<file path="config.mk">
export PLATFORM = sky130hd
export DESIGN_NAME = fetch_unit
export DESIGN_NICKNAME = d
export VERILOG_FILES = /design/src/rtl/tinker_pkg.sv /design/src/rtl/fetch_unit.sv
export SDC_FILE = /design/constraint.sdc
export NUM_CORES = 1
export LEC_CHECK = 0
export BUFFER_PORTS_ARGS = -buffer_cell sky130_fd_sc_hd__buf_2
export CAP_MARGIN = 10
export CELL_PAD_IN_SITES_DETAIL_PLACEMENT = 1
export CELL_PAD_IN_SITES_GLOBAL_PLACEMENT = 1
export CORE_MARGIN = 2
export CORE_UTILIZATION = 29
export CTS_CLUSTER_SIZE = 25
export DETAILED_ROUTE_END_ITERATION = 7
export HOLD_SLACK_MARGIN = 0.08
export PLACE_DENSITY = 0.72
export SETUP_SLACK_MARGIN = 0.15
export SKIP_LAST_GASP = 1
export SLEW_MARGIN = 20
export SYNTH_ARGS = -nofsm -noshare
export SYNTH_HDL_FRONTEND = slang
export SYNTH_SLANG_ARGS = --single-unit
</file>
<file path="constraint.sdc">
create_clock -name clk -period 0.8 [get_ports clk]
set_input_delay 0 -clock clk [delete_from_list [all_inputs] [get_ports clk]]
set_output_delay 0 -clock clk [all_outputs]
set_load 0.05 [all_outputs]
</file>
<file path="src/rtl/tinker_pkg.sv">
// Widths, word types, opcode and FSM state enumerations for the Tinker core
package tinker_pkg;

    // ------------------------------------------------------------------------
    // Widths
    // ------------------------------------------------------------------------
    localparam int XLEN    = 64;   // Data word
    localparam int ILEN    = 32;   // Instruction word
    localparam int ALEN    = 32;   // Byte address
    localparam int RADDR_W = 5;    // 32 registers
    localparam int LIT_W   = 12;   // Literal field

    typedef logic [XLEN-1:0]    word_t;
    typedef logic [ALEN-1:0]    addr_t;
    typedef logic [ILEN-1:0]    instr_t;
    typedef logic [RADDR_W-1:0] reg_addr_t;

    // ------------------------------------------------------------------------
    // Opcodes, instr[31:27]
    // ------------------------------------------------------------------------
    // Anything not listed decodes as a no-op
    typedef enum logic [4:0] {
        OP_AND    = 5'h00,
        OP_OR     = 5'h01,
        OP_XOR    = 5'h02,
        OP_NOT    = 5'h03,   // rt ignored
        OP_SHFTR  = 5'h04,
        OP_SHFTRI = 5'h05,
        OP_SHFTL  = 5'h06,
        OP_SHFTLI = 5'h07,
        OP_BRR_L  = 5'h0A,   // PC + sext(L)
        OP_BRNZ   = 5'h0B,   // PC = rd if rs != 0
        OP_HALT   = 5'h0F,
        OP_LOAD   = 5'h10,   // rd = mem[rs + sext(L)]
        OP_MOV_R  = 5'h11,   // rd = rs
        OP_MOV_L  = 5'h12,   // rd[11:0] = L
        OP_STORE  = 5'h13,   // mem[rd + sext(L)] = rs
        OP_ADD    = 5'h18,
        OP_ADDI   = 5'h19,
        OP_SUB    = 5'h1A,
        OP_SUBI   = 5'h1B
    } opcode_e;

    // Multicycle FSM
    typedef enum logic [2:0] {
        ST_FETCH     = 3'd0,
        ST_DECODE    = 3'd1,
        ST_EXECUTE   = 3'd2,
        ST_MEMORY    = 3'd3,
        ST_WRITEBACK = 3'd4,
        ST_HALT      = 3'd5   // Sticky until reset
    } state_e;

endpackage

</file>
<file path="src/rtl/fetch_unit.sv">
// Instruction fetch unit with aligned word request and instruction register
module fetch_unit (
    input  logic               clk,
    input  logic               reset,
    input  logic               start,
    input  tinker_pkg::addr_t  pc,
    output logic               req,
    output tinker_pkg::addr_t  addr,
    input  tinker_pkg::word_t  rdata,
    input  logic               done,
    output tinker_pkg::instr_t instr
);
    import tinker_pkg::*;

    // Request held until the arbiter signals done
    always_ff @(posedge clk or posedge reset) begin
        if (reset) begin
            req <= 1'b0;
        end else if (start) begin
            req <= 1'b1;
        end else if (done) begin
            req <= 1'b0;
        end
    end

    always_ff @(posedge clk) begin
        if (start) begin
            addr <= {pc[ALEN-1:3], 3'b000};   // Word holding the instruction
        end
        if (done) begin
            // Big-endian, pc[2] low picks the upper half
            instr <= pc[2] ? rdata[ILEN-1:0] : rdata[XLEN-1:ILEN];
        end
    end

endmodule

</file>
======== Word level (Yosys, flattened, before mapping) ========
Index checks and enable logic that the tools add are counted.
word-level totals
  word-level logic and storage cells ...... 7
  register bits after elaboration ......... 62
  output and inout bits ................... 65
  input port bits ......................... 100
operators by class
  reduce and logical (&&, ||, !) cells .... 1
  mux-type cells .......................... 3
operator list
  cell                count
  two-way mux 32 bit  1
  two-way mux 1 bit   2
  nonzero test 2 bit  1

======== Longest topological paths before layout ========
  word-level depth ........................ 2
  mapped depth ............................ 3
  depth with buffers taken out ............ 2

======== Worst setup path before layout ========
OpenSTA, ideal clock, no wires.
  kind .................................... register to register
  start point ............................. register req (netlist name)
  end point ............................... register req
  setup slack ............................. -0.076 ns
  required time ........................... 0.682 ns
  buffers on the path ..................... 0
  cell stages (with the launch flop) ...... 2
  arrival ................................. 0.758 ns
  cell sequence ........................... dfrtp_1 -> a21o_1
RTL lines
  what                  RTL line          RTL
  end signal, assigned  fetch_unit.sv:18  req <= 1'b0;
  end signal, assigned  fetch_unit.sv:20  req <= 1'b1;
  end signal, assigned  fetch_unit.sv:22  req <= 1'b0;
  end, declared         fetch_unit.sv:7   output logic req,

======== Worst setup path after layout ========
  start point ............................. register addr[23]
  end point ............................... output port addr[23]
RTL lines
  what                    RTL line          RTL
  start, declared         fetch_unit.sv:8   output tinker_pkg::addr_t addr,
  start signal, assigned  fetch_unit.sv:28  addr <= {pc[ALEN-1:3], 3'b000};
No word-level cell between the ends.

==> flow_summary_export.csv <==
group,metric,value,unit
run_status,status,"finished with violations",
run_status,violations,"hold timing, setup timing",
floorplan,num_io_pins,165,
power,pwr-share-clk,0.324,
setup_path,ff2ff_path_depth,2,
floorplan,dieArea,9170,um2
clock_tree,cts_buffers,9,
setup_path,cp.required,0.80,ns
floorplan,chipHeight,95.8,um
worst_hold_path,min_path_type,"input pin to flip-flop",
setup_path,crit_path_cell_trace,"buf_6",
run,maxCapViolCount,0,
timing,finalClockSkew,0,ns
routing,post_drt_via_cell_ratio,4.16,
timing,rsz0062_at_grt,"yes",
grt,grt_pass1_wl,9.67,mm
grt,antenna_found_initial,0,
grt,grt_overflow,0,
setup_path,critPathArrivalTime,0.94,ns
power,swShare,0.294,
power,power_frac_comb,0.248,
routing,wire_per_inst,15.9,um
setup_path,slowest_delay,0.43,ns
yosys,netlist_top_cells_count,"edfxtp_1 (61), mux2_4 (30), buf_12 (3), buf_4 (3)",
placement,gp_congestion,0.699,
finish,syn_to_final_growth,76.2,%
clock_tree,cts-hold-fix-buffers,30,
worst_hold_path,worstHoldPathCells,2,
routing,vias,1731,
clock_tree,cts_root_buffer,"clkbuf_8",
clock_tree,htree_levels,3,
timing,fin_ws,-0.145,ns
yosys,yosysSeqAreaShare,0.760,
placement,port_buffers,159,
yosys,synth-warning-count,0,
power,p_int,6650,uW
routing,final_antenna_net_count,0,
grt,grt_use_total,0.146,
routing,drc,0,
yosys,ys_seq_elements,62,
yosys,synth_top_area_share,0.750,
timing,finalHoldViolations,33,
yosys,synth_flop_cell,"edfxtp_1",
routing,first_iter_violations,17,
yosys,avgSynthCellArea,23.3,um2
yosys,synth_cell_types,10,
grt,grt_max_degree,31,
timing,post-route-min-period,0.945,ns
floorplan,core_area,8180,um2
yosys,synth_edf_count,61,
clock_tree,clk_latency,0.33,ns
yosys,synthArstFlopShare,0.0161,
yosys,synth_area_leader_cell,"edfxtp_1",
yosys,yosys-top-cells-area,"edfxtp_1 (75%), mux2_4 (18%), buf_12 (2.5%)",
setup_path,worst-path-buf-inv,1,
power,p_leak,0.00193,uW
timing,hold-worst-slack,-0.0430,ns
placement,pre_cts_ws,-0.127,ns
floorplan,die_x,95.8,um
power,share_seq_of_total_power,0.428,
finish,antenna_cells,0,
setup_path,cp_slowest_cell,"edfxtp_1",
setup_path,cp-end-kind,"primary output",
setup_path,crit_type,"flip-flop to primary output",
routing,first_pass_iters,4,
setup_path,crit_cells,1,
finish,nets,406,
yosys,synth_area,2440,um2
timing,fmax,1.06,GHz
clock_tree,cts.sinks,62,
clock_tree,cts_buffer_depth,2,
floorplan,rows,33,
setup_path,start_kind,"flip-flop",
routing,routed_wl,6.60,mm
setup_path,path_delay_family,"flip-flops",
clock_tree,tritoncts,"done",
yosys,syn_inst,105,
clock_tree,clkTransAtPathRegs,0.08,ns
power,p_per_area,2190,nW/um2
timing,finalCritPeriodShare,1.18,
power,max-vdd-ir-drop,0.884,mV
yosys,yosysMostFrequentCell,"edfxtp_1",
timing,setup_violations,62,
power,switchingPower,2770,uW
floorplan,initial_utilization,0.299,
setup_path,crit_fanout,1,
finish,drive_above_1_share,0.685,
grt,grt_pass1_vias,1888,
timing,finalMaxSlewViolations,0,
-- stage by stage --
step	instances	TNS, ns	utilization	total power (uW)	area [um2]
4_1_cts	415	-7.26	0.525	9530	4290
3_3_place_gp	369	-2.92	0.414	5890	3380
2_1_floorplan	107	0	-	5340	2460
6_report	416	-5.83	0.526	9420	4300
3_5_place_dp	369	-3.23	0.414	5930	3380
5_1_grt	416	-8.71	0.526	9780	4300
-- power groups by stage --
stage | Sequential, uW | Clock (uW) | Combinational [uW]
2_1_floorplan | 5010 | 0 | 328
5_1_grt | 4060 | 3270 | 2450
3_5_place_dp | 4020 | 0 | 1900
4_1_cts | 4030 | 3160 | 2340
6_report | 4030 | 3050 | 2340
3_3_place_gp | 4010 | 0 | 1880
-- metal layers --
layer / vias up / GRT usage / part of all wire
met4: 0 / 0.0679 / 0.014
met5: - / 0 / 0
met1: 784 / 0.161 / 0.37
li1: 803 / - / -
met3: 10 / 0.0775 / 0.15
met2: 134 / 0.234 / 0.46
-- cell families (layout without fill, tap and decap cells) --
group                  after synthesis  count (layout)  synth area share
muxes                               32              32             0.194
AOI/OAI and AO/OA                    1               1           0.00307
buffers and inverters                9             213            0.0415
other                                1               3           0.00154
DFF                                 62              62             0.760
-- state kept, by name, summed over array words and instances, names as in the netlist --
register,cells
addr,29
instr,32
req,1
-- final timing paths --
| path | from | endpoint | slack [ns] |
|---|---|---|---|
| worst max-delay path | addr[23] | addr[23] | -0.14 |
| worst min-delay path | rdata[1] | instr[1] | -0.04 |
| worst max register to register | req | req | 0.02 |
| worst min register to register | req | req | 0.59 |
| max in group asynchronous | reset | req | 0.60 |
| min in group asynchronous | reset | req | 0.09 |
-- area by class of cell --
type                            count  area, um2
Fill cell                         816       3870
Multi-Input combinational cell     36        492
Inverter                            2       7.51
Clock buffer                        9        124
Sequential cell                    62       1860
Timing Repair Buffer              195       1600
Tap cell                          105        131
Clock inverter                      7       96.3
-- cells in the final DEF (no fill, tap or decap) --
cell	netlist	final
mux2_4	30	30
inv_6	0	2
edfxtp_1	61	61
bufinv_16	0	2
dfrtp_2	0	1
buf_2	0	97
dlygate4sd3_1	0	30
clkbuf_8	0	9
clkinv_1	0	1
conb_1	1	3
a21o_1	1	1
buf_6	1	63
mux2_2	2	2
clkinvlp_4	0	2
buf_12	3	5
inv_1	2	2
-- timing repair --
action	in CTS	in global routing
resized for setup	124	1
endpoints found under the setup margin	63	63
pin swaps	0	0
endpoints found under the hold margin	64	35
buffers inserted	0	1
Note: power is estimated with default switching activity, not from simulation.
