`src/rtl/tinker_pkg.sv`:
```
// Widths, word types, opcode and FSM state enumerations for the Tinker core
package tinker_pkg;

    // ------------------------------------------------------------------------
    // Widths
    // ------------------------------------------------------------------------
    localparam int XLEN    = 64;   // Data word
    localparam int ILEN    = 32;   // Instruction word
    localparam int ALEN    = 32;   // Byte address
    localparam int RADDR_W = 5;    // 32 registers
    localparam int LIT_W   = 12;   // Literal field

    typedef logic [XLEN-1:0]    word_t;
    typedef logic [ALEN-1:0]    addr_t;
    typedef logic [ILEN-1:0]    instr_t;
    typedef logic [RADDR_W-1:0] reg_addr_t;

    // ------------------------------------------------------------------------
    // Opcodes, instr[31:27]
    // ------------------------------------------------------------------------
    // Anything not listed decodes as a no-op
    typedef enum logic [4:0] {
        OP_AND    = 5'h00,
        OP_OR     = 5'h01,
        OP_XOR    = 5'h02,
        OP_NOT    = 5'h03,   // rt ignored
        OP_SHFTR  = 5'h04,
        OP_SHFTRI = 5'h05,
        OP_SHFTL  = 5'h06,
        OP_SHFTLI = 5'h07,
        OP_BRR_L  = 5'h0A,   // PC + sext(L)
        OP_BRNZ   = 5'h0B,   // PC = rd if rs != 0
        OP_HALT   = 5'h0F,
        OP_LOAD   = 5'h10,   // rd = mem[rs + sext(L)]
        OP_MOV_R  = 5'h11,   // rd = rs
        OP_MOV_L  = 5'h12,   // rd[11:0] = L
        OP_STORE  = 5'h13,   // mem[rd + sext(L)] = rs
        OP_ADD    = 5'h18,
        OP_ADDI   = 5'h19,
        OP_SUB    = 5'h1A,
        OP_SUBI   = 5'h1B
    } opcode_e;

    // Multicycle FSM
    typedef enum logic [2:0] {
        ST_FETCH     = 3'd0,
        ST_DECODE    = 3'd1,
        ST_EXECUTE   = 3'd2,
        ST_MEMORY    = 3'd3,
        ST_WRITEBACK = 3'd4,
        ST_HALT      = 3'd5   // Sticky until reset
    } state_e;

endpackage

```
`src/rtl/tinker_regfile.sv`:
```
// 32 x 64-bit register file, two async read ports, one write port, r0 fixed at zero
module tinker_regfile (
    input  logic                  clk,
    input  logic                  reset,
    input  tinker_pkg::reg_addr_t addr_a,
    input  tinker_pkg::reg_addr_t addr_b,
    output tinker_pkg::word_t     data_a,
    output tinker_pkg::word_t     data_b,
    input  logic                  we,
    input  tinker_pkg::reg_addr_t waddr,
    input  tinker_pkg::word_t     wdata
);
    import tinker_pkg::*;

    word_t regs [2**RADDR_W];

    assign data_a = regs[addr_a];
    assign data_b = regs[addr_b];

    always_ff @(posedge clk or posedge reset) begin
        if (reset) begin
            for (int i = 0; i < 2**RADDR_W; i++) begin
                regs[i] <= '0;
            end
        end else if (we && (waddr != '0)) begin   // r0 stays zero
            regs[waddr] <= wdata;
        end
    end

endmodule

```
`config.mk`:
```
export PLATFORM = sky130hd
export DESIGN_NAME = tinker_regfile
export DESIGN_NICKNAME = d
export VERILOG_FILES = /design/src/rtl/tinker_pkg.sv /design/src/rtl/tinker_regfile.sv
export SDC_FILE = /design/constraint.sdc
export NUM_CORES = 2
export LEC_CHECK = 0
export BUFFER_PORTS_ARGS = -buffer_cell sky130_fd_sc_hd__buf_2
export CAP_MARGIN = 15
export CORE_UTILIZATION = 43
export DETAILED_ROUTE_END_ITERATION = 16
export PLACE_DENSITY = 0.63
export SLEW_MARGIN = 20
export SYNTH_ARGS = -nofsm -noshare
export SYNTH_HDL_FRONTEND = slang
export SYNTH_SLANG_ARGS = --single-unit
```
`constraint.sdc`:
```
create_clock -name clk -period 85.1 [get_ports clk]
set_clock_uncertainty 0.15 [all_clocks]
set_input_delay 21.275 -clock clk [delete_from_list [all_inputs] [get_ports clk]]
set_output_delay 21.275 -clock clk [all_outputs]
set_load 0.005 [all_outputs]
```
==> Word level (Yosys, flattened, before mapping) <==
Index checks and enable logic that the tools add are counted.
{ "word_totals": {"ff_bits": 2048, "input_bits": 82, "out_inout_bits": 128, "word_cells": 51} }
{ "op_classes": {"n_lt_le_gt_ge": 4, "muxes": 9, "bitwise_logic": 3, "reduce_logical": 3} }
{ "ops": {"columns": ["operator", "n"], "rows": [
  ["2048-bit bitwise mux", 1],
  ["64-bit binary-select mux with 5-bit select", 2],
  ["64-bit demux with 5-bit select", 1],
  ["64-bit 2-to-1 mux", 5],
  ["6-bit greater-or-equal comparator (second input constant)", 3],
  ["5-bit NOT with 6-bit output", 3],
  ["6-bit by 1-bit < comparator with 1-bit output (second input constant)", 1],
  ["5-bit nonzero test", 1],
  ["1-bit logical AND", 2]
]} }

==> Longest topological paths before layout <==
{ "logic_depth": {"word_depth": 6, "ltp_mapped": 9, "mapped_depth_nobuf": 4} }

==> Worst setup path after synthesis <==
Ideal clock, no wire load.
{ "synth_path": {"path_kind": "input to output", "start": "in addr_b[0]", "end": "out data_b[45]", "t_arrival_ps": 22895, "required_time_ps": 63675, "path_slack_ps": 40780, "cell_stages": 7, "n_path_buf": 4, "path_cell_list": "buf_2 > buf_6 > buf_2 > buf_2 > mux4_2 > a22oi_1 > nand4_1"} }
{ "synth_between": {"elab_chain_cells": 4} }
{ "synth_rtl": {"columns": ["element", "line", "rtl"], "rows": [
  ["from (decl)", "tinker_regfile.sv:6", "input tinker_pkg::reg_addr_t addr_b,"],
  ["5-bit NOT with 6-bit output (not written as such)", "tinker_regfile.sv:18", "assign data_b = regs[addr_b];"],
  ["64-bit binary-select mux with 5-bit select", "tinker_regfile.sv:18", null],
  ["64-bit 2-to-1 mux (not written as such) (2 in series)", "tinker_regfile.sv:18", null],
  ["to (decl)", "tinker_regfile.sv:8", "output tinker_pkg::word_t data_b,"]
]} }
Every way passes these cells. The select of a mux whose other input is x is not followed.

==> Worst setup path after layout <==
{ "layout_path": {"start": "in addr_a[2]", "end": "out data_a[19]"} }
{ "layout_between": {"elab_chain_cells": 4} }
{ "layout_rtl": {"columns": ["element", "line", "rtl"], "rows": [
  ["from (decl)", "tinker_regfile.sv:5", "input tinker_pkg::reg_addr_t addr_a,"],
  ["5-bit NOT with 6-bit output (not written as such)", "tinker_regfile.sv:17", "assign data_a = regs[addr_a];"],
  ["64-bit binary-select mux with 5-bit select", "tinker_regfile.sv:17", null],
  ["64-bit 2-to-1 mux (not written as such) (2 in series)", "tinker_regfile.sv:17", null],
  ["to (decl)", "tinker_regfile.sv:7", "output tinker_pkg::word_t data_a,"]
]} }
Every way passes these cells. The select of a mux whose other input is x is not followed.

==> flow_summary_export.csv <==
group,metric,value,unit
grt,antenna_found_initial,60,
placed_design,dp_hpwl,228300,microns
worst_setup_path,required,63.67,ns
sta,worst_pin_slew,1.287,ns
cts,tritoncts,"done",
yosys,yosysTopAreaCellShare,47.33,%
floorplanning,num_io_pins,210,
power,switching_share,28.45,%
floorplanning,start_util,43.39,%
final_layout,final_cell_mix,"dfrtp_1, mux2_2, mux2i_1, a22oi_1, mux4_2",
final_layout,drive_gt1_share,44.50,%
yosys,yosysSeqAreaShare,47.33,%
sta,min_period_over_period,55.99,%
floorplanning,dieArea,0.2538,sq mm
sta,hold_viol_final,0,
cts,cts_setup_buffers,0,
power,p_comb_share,19.6,%
power,intPower,2.057,mW
grt,grt_pass1_vias,75010,
yosys,synth_warnings,0,
worst_hold_path,min_path_type,"flop to flop",
cts,clock-sinks,2048,
sta,setup_violations,0,
cts,ctsHoldBuffers,0,
final_layout,final_nets,7550,
sta,slew_headroom,14.01,%
placed_design,port_buffers,209,
cts,cts_buffer_depth,3,
sta,drv_slew,0,
sta,rsz0062_at_grt,"false",
run_status,run_status,"finished, final reports clean",
floorplanning,die_h,503.8,microns
yosys,synth.distinct_cells,46,
cts,cts_root_buf,"clkbuf_16",
power,ir_drop,0.00001937,V
yosys,synthTopCellsByArea,"dfrtp_1, mux2_2, mux4_2",
floorplanning,rows,183,
final_layout,area_growth_syn_to_layout,10.20,%
power,p_sw,817.7,uW
yosys,postSynthAreaPerCell,14.04,sq um
cts,insertion_delay,0.86,ns
grt,grt_max_degree,185,
cts,h-tree-depth,4,
floorplanning,core,0.2496,sq mm
power,clkPwrFrac,35.0,%
worst_setup_path,critical_path.startpoint_type,"input port",
final_layout,top_register,"regs",
drt,detail-route-antenna-nets,0,
worst_setup_path,critical_path_class,"input port to primary output",
yosys,postSynthCellCount,7712,
power,cellLeakagePower,53.24,nW
drt,firstDrtPassIters,7,
cts,clk_pin_slew_worst_paths,0.06,ns
drt,drtIter0Drc,9360,
power,power_frac_seq,45.4,%
drt,routedWlPerCell,36.52,microns
drt,routed_via_density,6.779,
final_layout,final_core_util,47.82,%
drt,drc,0,
cts,cts_resized,0,
final_layout,nFillCells,21620,
grt,grt_pass1_wl,572500,microns
drt,wirelength,402100,microns
final_layout,final_common_cell,"dfrtp_1",
sta,fmax,20.99,MHz
worst_setup_path,worst-path-max-fanout,105,
final_layout,top_regs,"regs (2048)",
yosys,synth_nets,7794,
grt,grt_usage,31.18,%
drt,vias,74650,
yosys,yosysTopAreaCell,"dfrtp_1",
worst_setup_path,crit_arrival,26.22,ns
yosys,synth_area,0.1083,sq mm
cts,numCtsBuffers,221,
yosys,ys_seq_elements,2048,
placed_design,place.gp.congestion,0.8715,
flow_run,maxCapViolations,0,
floorplanning,die_w,503.8,microns
final_layout,largest_register_ffs,2048,
worst_setup_path,end_kind,"primary output",
power,p_per_area,24.08,mW/mm^2
grt,gr-total-overflow,0,
sta,fin_crit,47.65,ns
worst_setup_path,rrSetupSlack,84.14,ns
sta,fin_setup_tns,0,ns
-- final cells by class --
cell class	count	area [sq um]	area share, %
Clock buffer	330	6605	5.535
Clock inverter	77	934.6	0.7832
Multi-Input combinational cell	4796	53580	44.90
Sequential cell	2048	51250	42.94
Inverter	3	18.77	0.01573
Tap cell	3330	4167	3.491
Timing Repair Buffer	398	2704	2.266
Antenna cell	30	75.07	0.06291
-- worst paths after layout --
kind / from / endpoint / cells past startpoint
worst min register to register: regs[2013]$_DFFE_PP0P_ / regs[2013]$_DFFE_PP0P_ / 0
min in group asynchronous: reset / regs[1188]$_DFFE_PP0P_ / 2
worst max register to register: regs[1632]$_DFFE_PP0P_ / regs[1632]$_DFFE_PP0P_ / 1
worst min-delay path: regs[2013]$_DFFE_PP0P_ / regs[2013]$_DFFE_PP0P_ / 0
max in group asynchronous: reset / regs[1536]$_DFFE_PP0P_ / 6
worst max-delay path: addr_a[2] / data_a[19] / 9
-- power by group through the flow --
stage | clock network [mW] | registers (mW) | logic [mW]
floorplan | 0 | 1.27 | 0.427
global placement | 0 | 1.30 | 0.544
detailed placement | 0 | 1.31 | 0.558
CTS | 1.02 | 1.30 | 0.560
global route | 1.06 | 1.32 | 0.598
finish | 1.01 | 1.31 | 0.562
-- per-layer routing --
| layer | GRT usage (%) | part of all wire [%] | wire length, microns |
|---|---|---|---|
| met1 | 42.44 | 40 | 162500 |
| met5 | 0 | 0.059 | 236 |
| met2 | 46.44 | 45 | 179200 |
| met3 | 8.150 | 10 | 40530 |
| met4 | 14.59 | 4.9 | 19690 |
-- Yosys cell counts, drive strengths merged --
master and instances:
nand3b 3, or3b 1, and2 15, a21oi 86, clkbuf 410, nand2b 9, inv 3, a311o 1
nor2 47, mux4 582, mux2 1987, buf 455, and3 9, nand3 219, nor4 3, a31oi 24
a211o 1, mux2i 894, a22o 22, and3b 4, nand4 107, or2 4, a32oi 7, and2b 1
nand4b 4, a22oi 583, nor2b 32, o32ai 3, nor3b 6, a221o 5, o211ai 1, o22ai 13
or4 3, or3 5, nand2 103, nor3 12, dfrtp 2048
-- kinds of logic after synthesis --
group | count (synthesis) | share of synthesized area, %
AOI/OAI and AO/OA | 746 | 4.982
buffers and inverters | 868 | 3.599
muxes | 3463 | 41.24
and+or+nand+nor | 587 | 2.853
DFF | 2048 | 47.33
-- metrics by stage --
step / cells / total power, mW / setup WS, ns / cell area, sq um / hold slack [ns]
after global routing: 10990 / 2.980 / 37.33 / 119300 / 0.2618
after floorplan: 7712 / 1.702 / 5.825 / 108300 / 0.2913
after CTS: 10980 / 2.873 / 37.53 / 119200 / 0.2477
after detailed placement: 10570 / 1.871 / 37.53 / 111700 / 0.2336
after global placement: 10570 / 1.846 / 37.50 / 111700 / 0.2295
final: 11010 / 2.874 / 37.45 / 119300 / 0.2469
-- worst max-delay path: stages --
cell	delay, ns
buf_8	0.32
buf_12	0.63
buf_4	0.79
buf_4	0.90
buf_4	0.90
mux4_2	0.41
a22oi_1	0.21
nand4_1	0.32
buf_2	0.25
No activity file was read; power rests on OpenSTA's default activity.
