**src/rtl/tinker_pkg.sv**
```systemverilog
// Widths, word types, opcode and FSM state enumerations for the Tinker core
package tinker_pkg;

    // ------------------------------------------------------------------------
    // Widths
    // ------------------------------------------------------------------------
    localparam int XLEN    = 64;   // Data word
    localparam int ILEN    = 32;   // Instruction word
    localparam int ALEN    = 32;   // Byte address
    localparam int RADDR_W = 5;    // 32 registers
    localparam int LIT_W   = 12;   // Literal field

    typedef logic [XLEN-1:0]    word_t;
    typedef logic [ALEN-1:0]    addr_t;
    typedef logic [ILEN-1:0]    instr_t;
    typedef logic [RADDR_W-1:0] reg_addr_t;

    // ------------------------------------------------------------------------
    // Opcodes, instr[31:27]
    // ------------------------------------------------------------------------
    // Anything not listed decodes as a no-op
    typedef enum logic [4:0] {
        OP_AND    = 5'h00,
        OP_OR     = 5'h01,
        OP_XOR    = 5'h02,
        OP_NOT    = 5'h03,   // rt ignored
        OP_SHFTR  = 5'h04,
        OP_SHFTRI = 5'h05,
        OP_SHFTL  = 5'h06,
        OP_SHFTLI = 5'h07,
        OP_BRR_L  = 5'h0A,   // PC + sext(L)
        OP_BRNZ   = 5'h0B,   // PC = rd if rs != 0
        OP_HALT   = 5'h0F,
        OP_LOAD   = 5'h10,   // rd = mem[rs + sext(L)]
        OP_MOV_R  = 5'h11,   // rd = rs
        OP_MOV_L  = 5'h12,   // rd[11:0] = L
        OP_STORE  = 5'h13,   // mem[rd + sext(L)] = rs
        OP_ADD    = 5'h18,
        OP_ADDI   = 5'h19,
        OP_SUB    = 5'h1A,
        OP_SUBI   = 5'h1B
    } opcode_e;

    // Multicycle FSM
    typedef enum logic [2:0] {
        ST_FETCH     = 3'd0,
        ST_DECODE    = 3'd1,
        ST_EXECUTE   = 3'd2,
        ST_MEMORY    = 3'd3,
        ST_WRITEBACK = 3'd4,
        ST_HALT      = 3'd5   // Sticky until reset
    } state_e;

endpackage

```
**src/rtl/load_store_unit.sv**
```systemverilog
// Load/store unit with effective address, single memory request and load data register
module load_store_unit (
    input  logic                         clk,
    input  logic                         reset,
    input  logic                         start,
    input  logic                         store,
    input  tinker_pkg::word_t            base,         // rs for load, rd for store
    input  logic [tinker_pkg::LIT_W-1:0] literal,
    input  tinker_pkg::word_t            store_data,
    output logic                         req,
    output logic                         we,
    output tinker_pkg::addr_t            addr,
    output tinker_pkg::word_t            wdata,
    input  tinker_pkg::word_t            rdata,
    input  logic                         done,
    output tinker_pkg::word_t            load_data
);
    import tinker_pkg::*;

    addr_t eff_addr;

    // base + sext(L), truncated to the address width
    assign eff_addr = base[ALEN-1:0] + {{(ALEN-LIT_W){literal[LIT_W-1]}}, literal};

    always_ff @(posedge clk or posedge reset) begin
        if (reset) begin
            req <= 1'b0;
            we  <= 1'b0;
        end else if (start) begin
            req <= 1'b1;
            we  <= store;
        end else if (done) begin
            req <= 1'b0;
            we  <= 1'b0;
        end
    end

    // Request payload and loaded word
    always_ff @(posedge clk) begin
        if (start) begin
            addr  <= {eff_addr[ALEN-1:3], 3'b000};   // Doubleword aligned
            wdata <= store_data;
        end
        if (done && !we) begin
            load_data <= rdata;
        end
    end

endmodule

```
**config.mk**
```make
export PLATFORM = sky130hd
export DESIGN_NAME = load_store_unit
export DESIGN_NICKNAME = d
export VERILOG_FILES = /design/src/rtl/tinker_pkg.sv /design/src/rtl/load_store_unit.sv
export SDC_FILE = /design/constraint.sdc
export NUM_CORES = 1
export LEC_CHECK = 0
export BUFFER_PORTS_ARGS = -buffer_cell sky130_fd_sc_hd__buf_2
export CAP_MARGIN = 20
export CORE_MARGIN = 5
export CORE_UTILIZATION = 30
export DETAILED_ROUTE_END_ITERATION = 8
export GPL_TIMING_DRIVEN = 0
export SYNTH_ARGS = -nofsm -noshare
export SYNTH_HDL_FRONTEND = slang
export SYNTH_SLANG_ARGS = --single-unit
```
**constraint.sdc**
```tcl
create_clock -name clk -period 3.9 [get_ports clk]
set_input_delay 0.39 -clock clk [delete_from_list [all_inputs] [get_ports clk]]
set_output_delay 0.39 -clock clk [all_outputs]
set_load 0.01 [all_outputs]
```
# Word-level counts from Yosys, hierarchy flattened
# Index checks and enable logic that the tools add are counted.
# totals
elab_cells,12
output_inout_bits,162
reg_bits,159
inputBits,209
# op_classes
n_mux,3
reduce_logical,3
addsub,1
# ops
op,count
32-bit adder,1
1-bit two-way mux,3
2-bit nonzero test,1
1-bit logical AND,1
1-bit zero test,1

# Longest topological paths before layout
# Gate-level depths: netlist (run 1).
# logic_depth
ltp_word,2
ltp_mapped,9
ltp_nobuf,8

# Worst setup path after synthesis (run 1)
# Ideal clock, no wire load.
# synth_timing
path_type,input -> register
from,in done
to,"reg load_data[0], enable pin"
setup_slack_ps,279
stages,2
arrival_ps,3133
required_ps,3412
setup_ps,488
path_cell_list,inv_1 nor2_1
# synth_between
elab_chain_cells,1
# synth_rtl
element,line_no,source
"start, declared",load_store_unit.sv:15,"input logic done,"
1-bit logical AND,load_store_unit.sv:44,if (done && !we) begin
"end signal, assigned",load_store_unit.sv:45,load_data <= rdata;
"end, declared",load_store_unit.sv:16,output tinker_pkg::word_t load_data
# No other way between the ends.
# A chain may end at the register's enable or synchronous reset.

# Worst setup path after layout (run 1)
# layout_timing
from,in literal[11] (netlist name)
to,reg addr[29] (data pin)
# layout_between
elab_chain_cells,1
# layout_rtl
element,line_no,source
"start, declared",load_store_unit.sv:8,"input logic [tinker_pkg::LIT_W-1:0] literal,"
32-bit adder,load_store_unit.sv:23,"assign eff_addr = base[ALEN-1:0] + {{(ALEN-LIT_W){literal[LIT_W-1]}}, literal};"
named net eff_addr[29],load_store_unit.sv:20,addr_t eff_addr;
"end signal, assigned",load_store_unit.sv:41,"addr <= {eff_addr[ALEN-1:3], 3'b000};"
"end, declared",load_store_unit.sv:12,"output tinker_pkg::addr_t addr,"
# The timed path passes the listed nets, and every way through them passes these cells.

==> metrics.yaml, run 1 <==
run_status:
  outcome: "finished, final reports clean"
min_path:
  holdCritStartpoint: "store_data[63]"
  min_to: "wdata[63]"
  hold_path.class: "in2reg"
  holdPathStages: 1
clock_tree:
  cts_tree: "yes"
  htree_num_levels: 4
  path_clk_slew_ns: 0.07
  ctsResizeCount: 0
  cts_buffer_depth: 2
  clock-root-buffer: "clkbuf_16"
  insertion_delay_ns: 0.41
  cts_made_buffers: 17
  cts_num_sinks: 159
synth:
  synthArstFlopShare_pct: 1.26
  synthMuxAreaShare_pct: 0.156
  ys.flop_type: "edfxtp_1"
  synth_edf_count: 157
  synth_cells: 389
  ys.warnings.count: 0
  synth.distinct_cells: 52
  synth_compound_area_share_pct: 9.62
  ys_ff_latch: 159
  synth_top_family_by_area: "compound AO/OA/AOI/OAI gates"
  synth_area_mm2: 0.00642
  synth_fa_ha_area_share_pct: 5.84
  synthSimpleGateAreaFrac_pct: 5.30
  synthXorXnorAreaFrac_pct: 3.27
  synth.yosys.seq_area_share_pct: 74.2
  synth_area_per_cell_um2: 16.5
critical_path:
  crit_path_max_fanout: 21
  critical_path.slowest_cell: "a221oi_1"
  cp.arrival_ns: 2.62
  r2r-end: "load_data[27]"
  critPathKind: "in2reg"
  slowest_delay_ns: 0.41
  worst_setup_path_start_kind: "input pin"
  required_ns: 4.05
  r2r_setup_slack_ns: 2.23
  end_kind: "flop"
  crit_chain: "buf_2 > ha_1 > a21oi_1 > o21ai_0 > a221oi_1 > a31oi_2 > a21oi_2 > mux2i_1 > o311ai_1"
  timing.rr.start: "we"
  rr_worst_depth: 2
die:
  fp.dieArea_mm2: 0.0244
  die_y_um: 156
  start_util_pct: 30.6
  die_w_um: 156
  core_mm2: 0.0210
  io_pins: 371
  rows: 53
placement:
  dp_hpwl_mm: 14.3
  port_buffers: 335
  gp_congestion: 0.796
power:
  leakage_uw: 0.00395
  peakVddDrop_v: 0.000305
  power_density_mw_per_mm2: 483
global_route:
  antenna_found_initial: 5
  grt_start_max_net_pins: 52
  grt_usage_pct: 14.0
  grt_pass1_vias: 4601
  grt_first_pass_wirelength_mm: 26.1
  grt_overflow_total: 0
finish:
  fillers: 1991
  syn_to_final_growth_pct: 41.8
  diodes: 0
  multiInputGateArea_mm2: 0.00157
  drive_above_1_share_pct: 52.2
  fin_util_pct: 43.3
  ff_latch_area_mm2: 0.00476
  nNetsFinal: 987
  final_cell_mix: "buf_2 (337), edfxtp_1 (157), ha_1 (30)"
  final_common_cell: "buf_2"
sta:
  worst_slew_margin_rel_pct: 48.8
  final_hold_viol_count: 0
  tns_ns: 0
  finalCriticalPeriod_ns: 2.47
  setup_viol_count_final: 0
  max_freq_mhz: 405
  finClkSkew_ns: 0.00757
  tightestPinTransition_ns: 0.766
  rsz0062_at_grt: "false"
  finalCritPeriodShare_pct: 63.3
  slew_violations: 0
routing:
  drtIter0Drc: 247
  drt_pre_antenna_iters: 6
  drc: 0
  wirelength_mm: 18.2
  vias_per_cell: 4.46
  vias: 4621
  post_drt_wl_per_cell_um: 17.6
  antenna_left: 0
flow_run:
  cap_violations: 0
==> synth_stat cells, types with 6 or more instances <==
| master | count | area, µm² |
|---|---|---|
| nand3_1 | 8 | 40.0 |
| edfxtp_1 | 157 | 4710 |
| nor3_1 | 6 | 30.0 |
| nand2_1 | 17 | 63.8 |
| nand4_1 | 6 | 37.5 |
| a21oi_1 | 29 | 145 |
| ha_1 | 30 | 375 |
| nor2_1 | 16 | 60.1 |
| a21o_1 | 12 | 90.1 |
| inv_1 | 8 | 30.0 |
| xor2_1 | 9 | 78.8 |
| o21ai_0 | 12 | 60.1 |
| xnor2_1 | 15 | 131 |
==> through the flow <==
stage,instances,area (µm²),setup slack [ns],total power (µW),hold slack [ns]
floorplan,391,6430,0.279,2460,0.131
global placement,1001,8450,-0.779,2780,0.243
detailed placement,1003,8510,0.984,2780,0.243
CTS,1036,9110,1.44,4470,0.120
global route,1036,9110,1.28,4620,0.113
finish,1036,9110,1.43,4400,0.146
==> routing by layer <==
metal / vias up / GRT usage (%) / wire, µm
met1: 2156 / 16.1 / 6900
met5: - / 0 / 65
met4: 8 / 3.97 / 294
met2: 200 / 24.5 / 9260
li1: 2228 / - / -
met3: 29 / 5.14 / 1690
==> report_power, final <==
part	internal (µW)	total, µW	leakage, µW	switching [µW]
registers	2060	2090	0.00154	34.8
clock network	914	1660	0.000286	748
logic	283	650	0.00212	367
total	3250	4400	0.00395	1150
==> final cells by class <==
class	count	area share, %
sequential	159	52.3
timing repair buffer	338	19.1
multi-input combinational	215	17.3
clock buffer	17	4.67
tap	275	3.78
clock inverter	15	1.80
buffer	9	0.783
inverter	8	0.330
==> registers in the layout, summed over array words and instances (netlist names) <==
register / flops
wdata: 64
load_data: 64
req: 1
we: 1
addr: 29
==> worst max path at each step <==
stage / from / cells after the start / end / slack [ns]
global placement: done / 3 / load_data[19] / -0.78
global route: literal[11] / 9 / addr[29] / 1.28
floorplan: done / 2 / load_data[0] / 0.28
CTS: literal[11] / 9 / addr[29] / 1.44
detailed placement: literal[11] / 9 / addr[29] / 0.98
finish: literal[11] / 9 / addr[29] / 1.43
==> cell families after synthesis <==
kind of cell / count (synthesis)
and+or+nand+nor: 68
other: 1
DFF: 159
AOI/OAI and AO/OA: 89
xor gates and xnor gates: 24
buffers and inverters: 17
muxes: 1
adders and majority gates: 30
==> worst max-delay path, delay by kind of cell <==
| family | cells | cell delay (ns) |
|---|---|---|
| mux | 1 | 0.21 |
| buf+inv | 1 | 0.38 |
| compound gates | 6 | 1.24 |
| fa+ha+maj | 1 | 0.40 |
==> timing repair <==
action,4_1_cts,5_1_grt
hold buffers,1,0
hold endpoints to repair,2,0
buffers inserted,0,0
(Power assumes the default switching activity.)
==> run 2, diff against run 1 <==
clock period = 2.1 ns   (was 3.9 ns; I/O delays follow)
==> metrics.yaml, run 2 (synthesis results as in run 1) <==
die:
  rows: 53  # unchanged
  fp.dieArea_mm2: 0.0244  # unchanged
  io_pins: 371  # unchanged
  die_y_um: 156  # unchanged
  core_mm2: 0.0210  # unchanged
  die_w_um: 156  # unchanged
  start_util_pct: 30.6  # unchanged
placement:
  gp_congestion: 0.785  # -1.4%
  dp_hpwl_mm: 13.8  # -3.4%
  port_buffers: 335  # unchanged
  place_ws_ns: -0.785  # -1.77 ns
clock_tree:
  cts_buffer_depth: 2  # unchanged
  path_clk_slew_ns: 0.06  # about the same
  insertion_delay_ns: 0.41  # about the same
  cts_tree: "yes"
  cts_num_sinks: 159  # unchanged
  cts_made_buffers: 17  # unchanged
  htree_num_levels: 4  # unchanged
  clock-root-buffer: "clkbuf_16"
power:
  switching_share_pct: 25.2  # -0.89 points
  pwr-share-clk_pct: 37.0  # -0.8 points
  leakage_uw: 0.00450  # +14%
  combPwrFrac_pct: 16.9  # +2.1 points
  p_switching_uw: 2130  # +85%
  p_int_uw: 6300  # +94%
  power_density_mw_per_mm2: 805  # +67%
  peakVddDrop_v: 0.000406  # +33%
  seqPwrFrac_pct: 46.1  # -1.4 points
critical_path:
  timing.rr.start: "we"
  required_ns: 2.25  # -1.80 ns
  rr_worst_depth: 2  # unchanged
  cp-startpoint: "base[5]"
  r2r-end: "load_data[32]"
  cp_top_family: "compound AO/OA/AOI/OAI gates"
  cp.arrival_ns: 2.12  # -0.50 ns
  end_kind: "flop"
  crit_chain: "buf_2 > ha_1 > a21oi_1 > nand2_1 > o31a_1 > nand4bb_1 > a21oi_2 > o21ai_1 > xor2_1"
  worst_setup_path_start_kind: "input pin"
  r2r_setup_slack_ns: 0.41  # -1.82 ns
  crit_path_max_fanout: 4  # -81%
  critPathKind: "in2reg"
  cp-endpoint: "addr[21]"
  critPathBufInv: 1  # unchanged
  cp.depth: 9  # unchanged
  critical_path.slowest_cell: "ha_1"
  slowest_delay_ns: 0.35  # -0.06 ns
global_route:
  grt_usage_pct: 14.5  # +0.55 points
  grt_pass1_vias: 5212  # +13%
  grt_start_max_net_pins: 50  # -3.8%
  antenna_found_initial: 1  # -4
  grt_overflow_total: 0  # unchanged
  grt_first_pass_wirelength_mm: 27.8  # +6.7%
sta:
  max_freq_mhz: 507
  slew_violations: 0  # unchanged
  finalCritPeriodShare_pct: 93.9
  setup_viol_count_final: 0  # unchanged
  final_hold_viol_count: 0  # unchanged
  holdWs_ns: 0.0297  # -0.117 ns
  finalCriticalPeriod_ns: 1.97
  tightestPinTransition_ns: 0.796  # +0.0299 ns
  finClkSkew_ns: 0.00964  # +0.00207 ns
  rsz0062_at_grt: "false"
  worst_slew_margin_rel_pct: 46.8  # -2.0 points
  fin_ws_ns: 0.129  # -1.30 ns
routing:
  vias: 5055  # +9.4%
  antenna_left: 0  # unchanged
  drtIter0Drc: 200  # -19%
  drt_pre_antenna_iters: 4  # -2
  post_drt_wl_per_cell_um: 16.4  # -7.0%
  wirelength_mm: 19.0  # +4.6%
  vias_per_cell: 4.34  # -2.7%
  drc: 0  # unchanged
finish:
  reg.largest.list: "load_data x64, wdata x64, addr x29"
  final_cell_mix: "buf_2 (336), edfxtp_1 (157), dlygate4sd3_1 (129)"
  drive_above_1_share_pct: 45.3  # -6.8 points
  nNetsFinal: 1115  # +13%
  syn_to_final_growth_pct: 63.0
  final_common_cell: "buf_2"
  fillers: 1847  # -7.2%
flow_run:
  cap_violations: 0  # unchanged
run_status:
  outcome: "finished, final reports clean"
min_path:
  hold_path.class: "in2reg"
==> run 2: final cells by class <==
type	count	area, µm²	area share [%]
inverters	8	30.0	0.287
flip-flops and latches	159	4760	45.5
clock inverters	14	168	1.60
plain buffers	9	71.3	0.681
diodes	1	2.50	0.0239
repair buffers	466	3020	28.9
well taps	275	344	3.29
multi-input cells	215	1630	15.6
clock buffers	18	429	4.10
==> run 2: per-stage QoR <==
stage	power [µW]	instance area (µm²)	TNS [ns]	utilization (%)	cells
4_1_cts	8550	10400	0	49.6	1164
6_report	8430	10500	0	49.8	1165
3_5_place_dp	5160	8520	-7.13	40.5	1003
2_1_floorplan	4570	6450	0	-	391
5_1_grt	8840	10500	0	49.8	1164
3_3_place_gp	5150	8470	-24.75	40.3	1001
==> run 2: how the worst min path moves through the flow <==
stage                     startpoint   to  cells past startpoint
final                           done   we                      2
after global routing            done   we                      2
after CTS                       done   we                      2
after detailed placement       reset   we                      2
after global placement         reset  req                      2
after floorplan                reset  req                      1
==> run 2: metal layers <==
layer	global-route usage [%]	share of wire (%)	vias up
li1	-	-	2485
met1	17.0	39	2348
met2	26.0	51	198
met3	4.34	7.8	22
met4	3.93	1.5	2
met5	0	0.068	-
==> run 2: power groups by stage <==
stage | clock [µW] | combinational [µW] | sequential (µW)
finish | 3120 | 1420 | 3890
global route | 3380 | 1550 | 3910
CTS | 3240 | 1430 | 3880
detailed placement | 0 | 1220 | 3950
global placement | 0 | 1200 | 3950
floorplan | 0 | 462 | 4110
==> run 2: repair_timing <==
action / 4_1_cts / 5_1_grt
hold buffers: 129 / 0
endpoints found under the hold margin: 130 / 0
endpoints found under the setup margin: 8 / 7
setup buffers: 0 / 0
resized for setup: 4 / 7
==> run 3, diff against run 2 <==
CTS_BUF_LIST = sky130_fd_sc_hd__clkbuf_8   (was default)
==> metrics.yaml, run 3 (synthesis results as in run 1) <==
placement:
  dp_hpwl_mm: 13.8  # unchanged
  placedCellCount: 1003  # unchanged
  port_buffers: 335  # unchanged
  placed_area_mm2: 0.00852  # unchanged
  gp_congestion: 0.785  # unchanged
sta:
  setup_viol_count_final: 0  # unchanged
  final_hold_viol_count: 0  # unchanged
  finClkSkew_ns: 0.0106  # +0.000989 ns
  max_freq_mhz: 513  # +1.1%
  rsz0062_at_grt: "false"
  slew_violations: 0  # unchanged
  worst_slew_margin_rel_pct: 47.5  # +0.69 points
  tightestPinTransition_ns: 0.786  # -0.0103 ns
  finalCriticalPeriod_ns: 1.95  # -0.0220 ns
  tns_ns: 0  # unchanged
  finalCritPeriodShare_pct: 92.8  # -1.0 points
  holdWs_ns: 0.184  # +0.154 ns
routing:
  vias_per_cell: 4.35  # +0.22%
  antenna_left: 0  # unchanged
  wirelength_mm: 19.1  # about the same
  drt_pre_antenna_iters: 4  # unchanged
  drc: 0  # unchanged
  vias: 5075  # +0.40%
  drtIter0Drc: 228  # +14%
  post_drt_wl_per_cell_um: 16.3  # -0.13%
critical_path:
  end_kind: "flop"
  r2r_setup_slack_ns: 0.41  # about the same
  crit_path_max_fanout: 21  # +17
  worst_setup_path_start_kind: "input pin"
  required_ns: 2.27  # +0.02 ns
  critPathKind: "in2reg"
  cp.arrival_ns: 2.12  # about the same
finish:
  fillers: 1860  # +0.70%
  final_cell_mix: "buf_2 (336), edfxtp_1 (157), dlygate4sd3_1 (131)"
  drive_above_1_share_pct: 44.9  # -0.44 points
  syn_to_final_growth_pct: 59.9
  fin_util_pct: 48.9  # -0.93 points
  multiInputGateArea_mm2: 0.00161  # -1.5%
  fin_cells: 1167  # +0.17%
  reg.largest.list: "load_data x64, wdata x64, addr x29"
  nNetsFinal: 1117  # +0.18%
  final_common_cell: "buf_2"
  ff_latch_area_mm2: 0.00476  # unchanged
  final_cell_area_mm2: 0.0103  # -1.9%
power:
  combPwrFrac_pct: 18.6  # +1.7 points
  peakVddDrop_v: 0.000422  # +4.2%
  p_switching_uw: 2020  # -4.8%
  seqPwrFrac_pct: 50.9  # +4.8 points
  leakage_uw: 0.00442  # -1.7%
  switching_share_pct: 26.6  # +1.3 points
  power_density_mw_per_mm2: 742  # -7.8%
  p_int_uw: 5600  # -11%
  pwr-share-clk_pct: 30.4  # -6.6 points
global_route:
  antenna_found_initial: 1  # unchanged
  grt_pass1_vias: 5200  # -0.23%
  grt_first_pass_wirelength_mm: 27.8  # about the same
  grt_usage_pct: 14.6  # +0.051 points
  grt_start_max_net_pins: 50  # unchanged
  grt_overflow_total: 0  # unchanged
min_path:
  hold_path.class: "in2async"
clock_tree:
  path_clk_slew_ns: 0.08  # +0.02 ns
  htree_num_levels: 4  # unchanged
  cts_buffer_depth: 2  # unchanged
  clock-root-buffer: "clkbuf_8"
  cts_num_sinks: 159  # unchanged
  post_cts_buffers: 0  # unchanged
  insertion_delay_ns: 0.43  # +0.02 ns
  cts_tree: "yes"
  cts_made_buffers: 17  # unchanged
die:
  core_mm2: 0.0210  # unchanged
  rows: 53  # unchanged
  fp.dieArea_mm2: 0.0244  # unchanged
  start_util_pct: 30.6  # unchanged
  die_w_um: 156  # unchanged
  die_y_um: 156  # unchanged
  io_pins: 371  # unchanged
flow_run:
  cap_violations: 0  # unchanged
run_status:
  outcome: "finished, final reports clean"
-- run 3: worst paths after layout --
kind,start,end,cells after the start
max,literal[11],addr[24],9
min,reset,we,3
max reg2reg,we,load_data[19],2
min reg2reg,req,req,1
max in group asynchronous,reset,req,3
min in group clk,literal[3],addr[3],3
-- run 3: worst max-delay path, stage by stage --
cell	delay, ns
buf_6	0.15
ha_1	0.41
nand2_1	0.14
nor4_1	0.39
o31ai_2	0.18
a21oi_1	0.23
nand2b_1	0.17
a21oi_1	0.09
xnor2_1	0.14
-- run 3: routing by layer --
layer	wire length, µm	global-route usage (%)	vias up
met4	261	3.80	2
li1	-	-	2489
met2	9750	26.3	198
met1	7530	17.0	2368
met5	13	0	-
met3	1500	4.34	18
-- run 3: cell type report --
class | instances | share of cell area [%]
Timing Repair Buffer | 468 | 29.6
Sequential cell | 159 | 46.4
Clock inverter | 15 | 1.67
Buffer | 9 | 0.694
Tap cell | 275 | 3.35
Clock buffer | 17 | 2.28
Antenna cell | 1 | 0.0244
Inverter | 8 | 0.292
Multi-Input combinational cell | 215 | 15.7
-- run 3: through the flow --
| step | total power (µW) | worst slack, ns |
|---|---|---|
| 6_report | 7620 | 0.151 |
| 4_1_cts | 7740 | 0.0158 |
| 2_1_floorplan | 4570 | 0.0126 |
| 3_5_place_dp | 5160 | -0.785 |
| 3_3_place_gp | 5150 | -0.773 |
| 5_1_grt | 8020 | 0.00719 |
-- run 3: what timing repair did --
action | CTS | global route
hold buffers | 131 | 0
cloned | 0 | 0
hold endpoints to repair | 131 | 0
resized for setup | 2 | 6
endpoints found under the setup margin | 5 | 3
-- run 3: power groups by stage --
stage	clock network (µW)	registers, µW	logic (µW)
2_1_floorplan	0	4110	462
3_3_place_gp	0	3950	1200
3_5_place_dp	0	3950	1220
4_1_cts	2430	3880	1430
5_1_grt	2560	3910	1550
6_report	2320	3880	1420
